--- src/serdes_test_pkg.sv ---
package serdes_test_pkg;

  // Lane layout.
  localparam int unsigned NUM_LANES = 4;                // Number of loopback lanes.

  localparam logic [3:0] LANE_WIDTH [NUM_LANES] = '{   // Word width per lane.
    4'd2,
    4'd4,
    4'd6,
    4'd8
  };

  // PRBS7 with polynomial x^7 + x^6 + 1.
  localparam int unsigned PRBS_ORDER = 7;               // Length of the LFSR.
  localparam logic [PRBS_ORDER-1:0] PRBS_SEED = 7'h5b;  // Any nonzero start value.

  // Control timing.
  localparam int unsigned RST_STRETCH = 4;              // Restart hold after release.
  localparam logic [4:0] LOCK_COUNT = 5'd16;            // Good words needed for lock.
  localparam int unsigned HEARTBEAT_BIT = 23;           // Counter bit that blinks LED 4.

  // Per-lane result as seen by the control block and the pins.
  typedef struct packed {
    logic locked;  // Enough good words in a row.
    logic error;   // Bad word seen after lock.
  } lane_status_t;

endpackage

--- src/test_ctrl.sv ---
module test_ctrl
  import serdes_test_pkg::*;
(
  input  logic                           CLK,
  input  logic                           arst_n,
  input  logic                           sw,
  input  lane_status_t [NUM_LANES-1:0]   status,
  output logic                           lane_rst,
  output logic [4:0]                     led
);

  logic [RST_STRETCH-1:0] rst_sr;     // Ones drain out of the bottom.
  logic [HEARTBEAT_BIT:0] hb_cnt;     // Free running.

  // Reset stretcher. A high sw reloads it, like a fresh power-up.
  always_ff @(posedge CLK or negedge arst_n) begin
    if (!arst_n) begin
      rst_sr <= '1;
    end else if (sw) begin
      rst_sr <= '1;
    end else begin
      rst_sr <= rst_sr >> 1;
    end
  end

  assign lane_rst = rst_sr[0];        // Held until the last one shifts out.

  always_ff @(posedge CLK or negedge arst_n) begin
    if (!arst_n) begin
      hb_cnt <= '0;
    end else begin
      hb_cnt <= hb_cnt + 1'b1;
    end
  end

  // A lane LED is lit only for a clean lock.
  always_comb begin
    for (int i = 0; i < NUM_LANES; i++) begin
      led[i] = status[i].locked & ~status[i].error;
    end
    led[4] = hb_cnt[HEARTBEAT_BIT];   // Heartbeat.
  end

  // The restart must reach the lanes one cycle after the switch.
  a_sw_restarts: assert property (
    @(posedge CLK) disable iff (!arst_n)
    sw |=> lane_rst
  );

endmodule

--- src/prbs_word_gen.sv ---
module prbs_word_gen
  import serdes_test_pkg::*;
#(
  parameter int unsigned data_width = 8
)
(
  input  logic                  CLK,
  input  logic                  arst_n,
  input  logic                  lane_rst,
  input  logic                  word_stb,
  output logic [data_width-1:0] word
);

  logic [PRBS_ORDER-1:0] lfsr_q;      // Oldest bit at the top.
  logic [PRBS_ORDER-1:0] lfsr_nxt;    // State after one full word.

  // Run the LFSR data_width steps ahead. Bit k of the word is the
  // k-th bit produced, so LSB-first shifting keeps the stream intact.
  always_comb begin
    lfsr_nxt = lfsr_q;
    for (int k = 0; k < data_width; k++) begin
      word[k]  = lfsr_nxt[PRBS_ORDER-1] ^ lfsr_nxt[PRBS_ORDER-2];
      lfsr_nxt = {lfsr_nxt[PRBS_ORDER-2:0], word[k]};
    end
  end

  always_ff @(posedge CLK or negedge arst_n) begin
    if (!arst_n) begin
      lfsr_q <= PRBS_SEED;
    end else if (lane_rst) begin
      lfsr_q <= PRBS_SEED;            // Restart the sequence.
    end else if (word_stb) begin
      lfsr_q <= lfsr_nxt;             // Word is taken, move on.
    end
  end

endmodule

--- src/word_serializer.sv ---
module word_serializer
  import serdes_test_pkg::*;
#(
  parameter int unsigned data_width = 8
)
(
  input  logic                  CLK,
  input  logic                  arst_n,
  input  logic                  lane_rst,
  input  logic                  word_stb,
  input  logic [data_width-1:0] word,
  output logic                  ser
);

  logic [data_width-1:0] shift_q;     // Bits still to be sent.

  always_ff @(posedge CLK or negedge arst_n) begin
    if (!arst_n) begin
      shift_q <= '0;
      ser     <= 1'b0;
    end else if (lane_rst) begin
      shift_q <= '0;
      ser     <= 1'b0;                // Line idles low.
    end else begin
      if (word_stb) begin
        shift_q <= word;
      end else begin
        shift_q <= shift_q >> 1;      // LSB first.
      end
      ser <= shift_q[0];
    end
  end

  // A new word before the old one is out would drop bits.
  a_stb_spacing: assert property (
    @(posedge CLK) disable iff (!arst_n || lane_rst)
    word_stb |=> !word_stb [* data_width-1]
  );

endmodule

--- src/prbs_word_checker.sv ---
module prbs_word_checker
  import serdes_test_pkg::*;
#(
  parameter int unsigned data_width = 8
)
(
  input  logic         CLK,
  input  logic         arst_n,
  input  logic         lane_rst,
  input  logic         ser,
  output lane_status_t status
);

  localparam int unsigned BW = (data_width > 1) ? $clog2(data_width) : 1;

  logic [PRBS_ORDER-1:0] hist_q;      // Received bits, oldest at the top.
  logic [BW-1:0]         bit_cnt;     // Position inside the current word.
  logic                  acc_bad;     // Some earlier bit of this word was wrong.
  logic [4:0]            good_cnt;    // Good words in a row.
  logic                  bit_bad;
  logic                  word_end;
  logic                  word_bad;

  // Each bit must equal the XOR of the bits 7 and 6 places back.
  // An all-zero history is flagged too, else a dead line would pass.
  assign bit_bad  = (ser != (hist_q[PRBS_ORDER-1] ^ hist_q[PRBS_ORDER-2])) ||
                    (hist_q == '0);
  assign word_end = (bit_cnt == BW'(data_width - 1));
  assign word_bad = acc_bad | bit_bad;

  // Bit history and word framing.
  always_ff @(posedge CLK or negedge arst_n) begin
    if (!arst_n) begin
      hist_q  <= '0;
      bit_cnt <= '0;
      acc_bad <= 1'b0;
    end else if (lane_rst) begin
      hist_q  <= '0;
      bit_cnt <= '0;
      acc_bad <= 1'b0;
    end else begin
      hist_q <= {hist_q[PRBS_ORDER-2:0], ser};
      if (word_end) begin
        bit_cnt <= '0;
        acc_bad <= 1'b0;              // Fresh word.
      end else begin
        bit_cnt <= bit_cnt + 1'b1;
        acc_bad <= word_bad;
      end
    end
  end

  // Good word counter, lock and sticky error.
  always_ff @(posedge CLK or negedge arst_n) begin
    if (!arst_n) begin
      good_cnt      <= '0;
      status.locked <= 1'b0;
      status.error  <= 1'b0;
    end else if (lane_rst) begin
      good_cnt      <= '0;
      status.locked <= 1'b0;
      status.error  <= 1'b0;
    end else if (word_end) begin
      if (word_bad) begin
        good_cnt <= '0;
        if (status.locked) begin
          status.error <= 1'b1;       // Only counts once locked.
        end
      end else if (good_cnt != LOCK_COUNT) begin
        good_cnt <= good_cnt + 1'b1;  // Saturates at LOCK_COUNT.
        if (good_cnt == LOCK_COUNT - 1'b1) begin
          status.locked <= 1'b1;
        end
      end
    end
  end

  a_error_needs_lock: assert property (
    @(posedge CLK) disable iff (!arst_n)
    status.error |-> status.locked
  );

endmodule

--- src/serdes_lane.sv ---
module serdes_lane
  import serdes_test_pkg::*;
#(
  parameter int unsigned data_width = 8
)
(
  input  logic         CLK,
  input  logic         arst_n,
  input  logic         lane_rst,
  input  logic         rx,
  output logic         tx,
  output lane_status_t status
);

  localparam int unsigned TW = (data_width > 1) ? $clog2(data_width) : 1;

  logic [TW-1:0]         tmr_cnt;     // Cycles into the current word.
  logic                  word_stb;
  logic [data_width-1:0] word;

  // Word timer. Sits at zero during restart, so the first strobe
  // falls in the first cycle after lane_rst drops.
  always_ff @(posedge CLK or negedge arst_n) begin
    if (!arst_n) begin
      tmr_cnt <= '0;
    end else if (lane_rst || (tmr_cnt == TW'(data_width - 1))) begin
      tmr_cnt <= '0;
    end else begin
      tmr_cnt <= tmr_cnt + 1'b1;
    end
  end

  assign word_stb = (tmr_cnt == '0) && !lane_rst;

  prbs_word_gen #(.data_width(data_width)) i_gen (
    .CLK      (CLK),
    .arst_n   (arst_n),
    .lane_rst (lane_rst),
    .word_stb (word_stb),
    .word     (word)
  );

  word_serializer #(.data_width(data_width)) i_ser (
    .CLK      (CLK),
    .arst_n   (arst_n),
    .lane_rst (lane_rst),
    .word_stb (word_stb),
    .word     (word),
    .ser      (tx)
  );

  prbs_word_checker #(.data_width(data_width)) i_chk (
    .CLK      (CLK),
    .arst_n   (arst_n),
    .lane_rst (lane_rst),
    .ser      (rx),
    .status   (status)
  );

endmodule

--- src/serdes_test_top.sv ---
module serdes_test_top
  import serdes_test_pkg::*;
(
  input  logic                         CLK,
  input  logic                         arst_n,
  input  logic                         sw,
  input  logic [NUM_LANES-1:0]         in,
  output logic [NUM_LANES-1:0]         out,
  output logic [4:0]                   led,
  output lane_status_t [NUM_LANES-1:0] status
);

  logic lane_rst;                     // Shared synchronous restart.

  test_ctrl i_ctrl (
    .CLK      (CLK),
    .arst_n   (arst_n),
    .sw       (sw),
    .status   (status),
    .lane_rst (lane_rst),
    .led      (led)
  );

  // One lane per entry of the width table.
  for (genvar i = 0; i < NUM_LANES; i++) begin : g_lane
    serdes_lane #(.data_width(LANE_WIDTH[i])) i_lane (
      .CLK      (CLK),
      .arst_n   (arst_n),
      .lane_rst (lane_rst),
      .rx       (in[i]),
      .tx       (out[i]),
      .status   (status[i])
    );
  end

endmodule

--- config.mk ---
export PLATFORM = sky130hd
export DESIGN_NAME = serdes_test_top
export DESIGN_NICKNAME = d
export VERILOG_FILES = /design/src/serdes_test_pkg.sv /design/src/test_ctrl.sv /design/src/prbs_word_gen.sv /design/src/word_serializer.sv /design/src/prbs_word_checker.sv /design/src/serdes_lane.sv /design/src/serdes_test_top.sv
export SDC_FILE = /design/constraint.sdc
export NUM_CORES = 1
export LEC_CHECK = 0
export ABC_CLOCK_PERIOD_IN_PS = 2500
export BUFFER_PORTS_ARGS = -buffer_cell sky130_fd_sc_hd__buf_2
export CAP_MARGIN = 30
export CORE_UTILIZATION = 35
export CTS_CLUSTER_SIZE = 12
export DETAILED_ROUTE_END_ITERATION = 10
export PLACE_DENSITY = 0.6
export SLEW_MARGIN = 20
export SYNTH_ARGS = -nofsm -noshare
export SYNTH_HDL_FRONTEND = slang
export SYNTH_HIERARCHICAL = 1
export SYNTH_SLANG_ARGS = --single-unit
--- constraint.sdc ---
create_clock -name CLK -period 2.5 [get_ports CLK]
set_clock_uncertainty 0.15 [all_clocks]
set_input_delay 0 -clock CLK [delete_from_list [all_inputs] [get_ports CLK]]
set_output_delay 0 -clock CLK [all_outputs]
set_load 0.01 [all_outputs]
==> impl_summary.txt <==
----------------------------------------------------
[Die]
  Total Die Area ... 21200 um^2
  Top Ports ... 24
  Die Span X ... between 100 and 150 um
  Die height ... roughly 150 um
  Placement Rows ... 52
  Initial core utilization ... between 30% and 40%
  Std-Cell Core Area ... 20200 um^2

[Layout]
  Area growth from synthesis to layout ... 14.4%
  Final Net Count ... roughly 700
  Antenna diode count ... 0
  Number of filler instances in the final layout ... approximately 1900
  Share of post-route cells with drive strength above 1 ... between 10% and 20%

[Synth]
  Number of flops mapped to enable cells by yosys ... 0
  Post-synthesis sequential area ratio ... 55.1%
  Average footprint of a synthesized cell ... between 10 and 15 um^2
  Dominant cells by area after synthesis ... dfrtp_1 (46%), dfstp_2 (8.7%), nor2b_1 (4.4%)
  Count of yosys warnings during synthesis ... 6
  Dominant synthesized flop cell ... dfrtp_1
  Netlist area before placement ... roughly 7200 um^2
  Number of storage elements in the synthesis netlist ... 158
  Most repeated cell in the gate-level netlist after synthesis ... dfrtp_1
  Synth unique cells ... 65
  Top post-synthesis cells by count ... dfrtp_1 (134), nor2b_1 (51), nor2_1 (47), inv_1 (39)
  Cell taking the most area after synthesis ... dfrtp_1
  FFs w/ async S/R, synth ... 100%
  Net count after synthesis ... around 670
  Post-synth top area share ... ~46%
  Instance count of the mapped netlist ... around 640

[Routing]
  Total wirelength of the detailed-routed design ... approximately 12000 um
  Average routed wire per standard cell ... between 10 and 15 um
  Total vias in the final route ... around 4700
  Initial detailed-routing violation count ... 200
  Drt via density ... approximately 5
  Antenna viol nets, final ... 0
  Router iterations before antenna repair ... 4
  DR DRC count ... 0

[Timing]
  Total negative setup slack ... 0 ns
  Crit share post-route ... 83.1%
  Worst hold margin ... -0.00674 ns
  Max transition margin ... 49.7%
  Worst slew pin tran ... between 0.7 and 0.8 ns
  Pins Over Slew Limit ... 0
  Final number of hold-violating endpoints ... 10
  Clock period minus final worst setup slack ... around 2.1 ns
  Setup-violating endpoint count in the final report ... 0
  Upper clock frequency limit ... slightly below 500 MHz
  Unrepaired setup endpoints after global routing ... no

[Setup path]
  Worst setup path startpoint ... g_lane[3].i_lane/i_chk/hist_q[5]
  Launching element type of the critical path ... flop
  Setup crit end kind ... flop
  End of the worst register-to-register path ... g_lane[3].i_lane/i_chk/good_cnt[1]
  R2r startpoint ... g_lane[3].i_lane/i_chk/hist_q[5]
  Data required time of the worst path ... ~2.7 ns
  Critical path's slowest cell ... a221oi_2
  Worst reg-to-reg setup slack ... 0.42 ns
  Cells along the critical path ... nor2_1 > o21ai_2 > a221oi_2 > nand2_1 > o311ai_0
  Sum of buffers and inverters on the critical path ... 0
  Top delay family on crit path ... compound AO/OA/AOI/OAI gates
  Critical path class ... reg -> reg
  Data arrival time of the critical path ... between 2 and 2.5 ns
  Crit path largest cell delay ... between 0.6 and 0.7 ns
  Cells on worst reg2reg path ... 5
  Max FO, Critical Path ... 11

[Job]
  Max-Cap Viols ... 0

[Placed design]
  Number of port buffers ... 23
  Final GP Congestion ... approximately 0.83
  Detailed placement HPWL ... 8000 um

[Clock tree]
  Clock edge transition at the registers on the reported setup and hold paths ... 0.06 ns
  # resized after CTS ... 0
  Postcts setup bufs ... 0
  Root buffer cell ... clkbuf_16
  Source-to-sink clock delay at the later pin of the worst-skew pair ... 0.41 ns
  Clock tree from TritonCTS ... done
  CTS Sinks ... ~160
  Maximum level of the CTS H-tree ... 4
  Clock buffer count from CTS ... 17
  Post-CTS Hold Fix Bufs ... 6
  Largest buffer count on any clock path ... 2

[Global route]
  Largest net degree at the start of global routing ... 69
  Congestion Overflow GR ... 0
  Number of global-route vias before repair ... approximately 4800
  Global-route wire length before repair ... between 20000 and 25000 um
  Aggregate global-route resource usage ... around 13%
  Initial antenna violation count ... 0

[Pwr]
  Maximum VDD drop ... 0.000394 V
  Overall power ... around 0.0052 W
  PwrDens ... roughly 630 nW/um^2
  Leak pwr ... about 3.5 nW

[Status]
  Failing checks ... hold timing
  Run status ... complete, but fails checks

[Hold path]
  Hold crit path type ... in -> async

----------------------------------------------------
==> registers in the layout, indices dropped and copies added (netlist names) <==
| signal | cells |
|---|---|
| g_lane.i_lane/i_chk/bit_cnt | 9 |
| i_ctrl/rst_sr | 4 |
| i_ctrl/hb_cnt | 24 |
| g_lane.i_lane/i_chk/acc_bad | 4 |
| g_lane.i_lane/i_chk/hist_q | 28 |
| g_lane.i_lane/i_ser/ser | 4 |
| g_lane.i_lane/i_gen/lfsr_q | 28 |
| g_lane.i_lane/i_chk/status | 8 |
| g_lane.i_lane/i_ser/shift_q | 20 |
| g_lane.i_lane/i_chk/good_cnt | 20 |
| g_lane.i_lane/tmr_cnt | 9 |
==> stage by stage <==
step	utilization (%)	instance area, um^2	hold WS (ns)	instances	setup slack [ns]
floorplan	-	7230	-0.446	636	0.389
global placement	37.7	7630	-0.128	916	0.478
detailed placement	37.7	7630	-0.123	916	0.392
CTS	40.9	8270	0.0139	954	0.380
global route	40.9	8280	0.0332	954	0.104
finish	40.9	8280	-0.00674	954	0.422
==> worst reg2reg max path: cells and delay by family (launching register included) <==
kind / cells / cell delay [ns]
DFF: 1 / 0.41
and+or+nand+nor: 2 / 0.35
AOI/OAI and AO/OA: 3 / 1.06
==> report_power, final <==
group / leakage (nW) / switching, W / internal (W)
Sequential: 2.11 / 0.0000109 / 0.00257
Combinational: 1.15 / 0.000100 / 0.0000442
Clock: 0.282 / 0.00103 / 0.00145
Total: 3.54 / 0.00114 / 0.00407
==> layer usage <==
layer	part of all wire, %	global-route usage (%)	wire [um]	vias up
met3	2.7	3.23	339	11
met5	0	0	0	-
met2	49	21.5	6080	59
met1	47	15.8	5880	2323
li1	-	-	-	2262
met4	1.1	4.68	141	0
==> cell families (layout without fill, tap and decap cells) <==
family / Yosys count / after routing / synth area share (%)
multiplexers: 20 / 20 / 2.78
adder cells (fa/ha/maj): 24 / 24 / 4.15
flip-flops: 158 / 158 / 55.1
XOR/XNOR: 47 / 47 / 5.90
AND/OR/NAND/NOR: 234 / 234 / 18.8
AO/OA/AOI/OAI: 92 / 92 / 9.24
buffers and inverters: 61 / 109 / 4.06
==> layout make-up <==
cell class / count / area [um^2] / share of cell area [%]
flip-flops and latches: 158 / 3990 / 48.2
multi-input cells: 417 / 2960 / 35.8
clock buffers: 20 / 467 / 5.64
well taps: 270 / 338 / 4.08
repair buffers: 38 / 262 / 3.16
inverters: 39 / 146 / 1.77
clock inverters: 12 / 113 / 1.36
==> cell usage in the layout (no fill, tap or decap), types with 14 or more instances in the layout <==
cell       instances
ha_1              24
xnor2_1           30
nor3_1            15
mux2i_1           19
a21oi_1           30
nand3_1           26
inv_1             39
dfstp_2           23
a211o_1           14
clkbuf_16         17
nand2_1           20
nor2b_1           50
buf_2             22
xor2_1            16
dfrtp_1          134
nor2_1            47
==> worst max path at each step <==
stage                                              end  slack, ns  cells past startpoint
floorplan           g_lane[2].i_lane/i_chk/good_cnt[1]       0.39                      5
global placement      g_lane[1].i_lane/i_gen/lfsr_q[3]       0.48                      3
detailed placement    g_lane[1].i_lane/i_gen/lfsr_q[3]       0.39                      3
CTS                   g_lane[1].i_lane/i_gen/lfsr_q[1]       0.38                      5
global route        g_lane[3].i_lane/i_chk/good_cnt[1]       0.10                      5
finish              g_lane[3].i_lane/i_chk/good_cnt[1]       0.42                      5
Power figures use the tool's default switching activity.
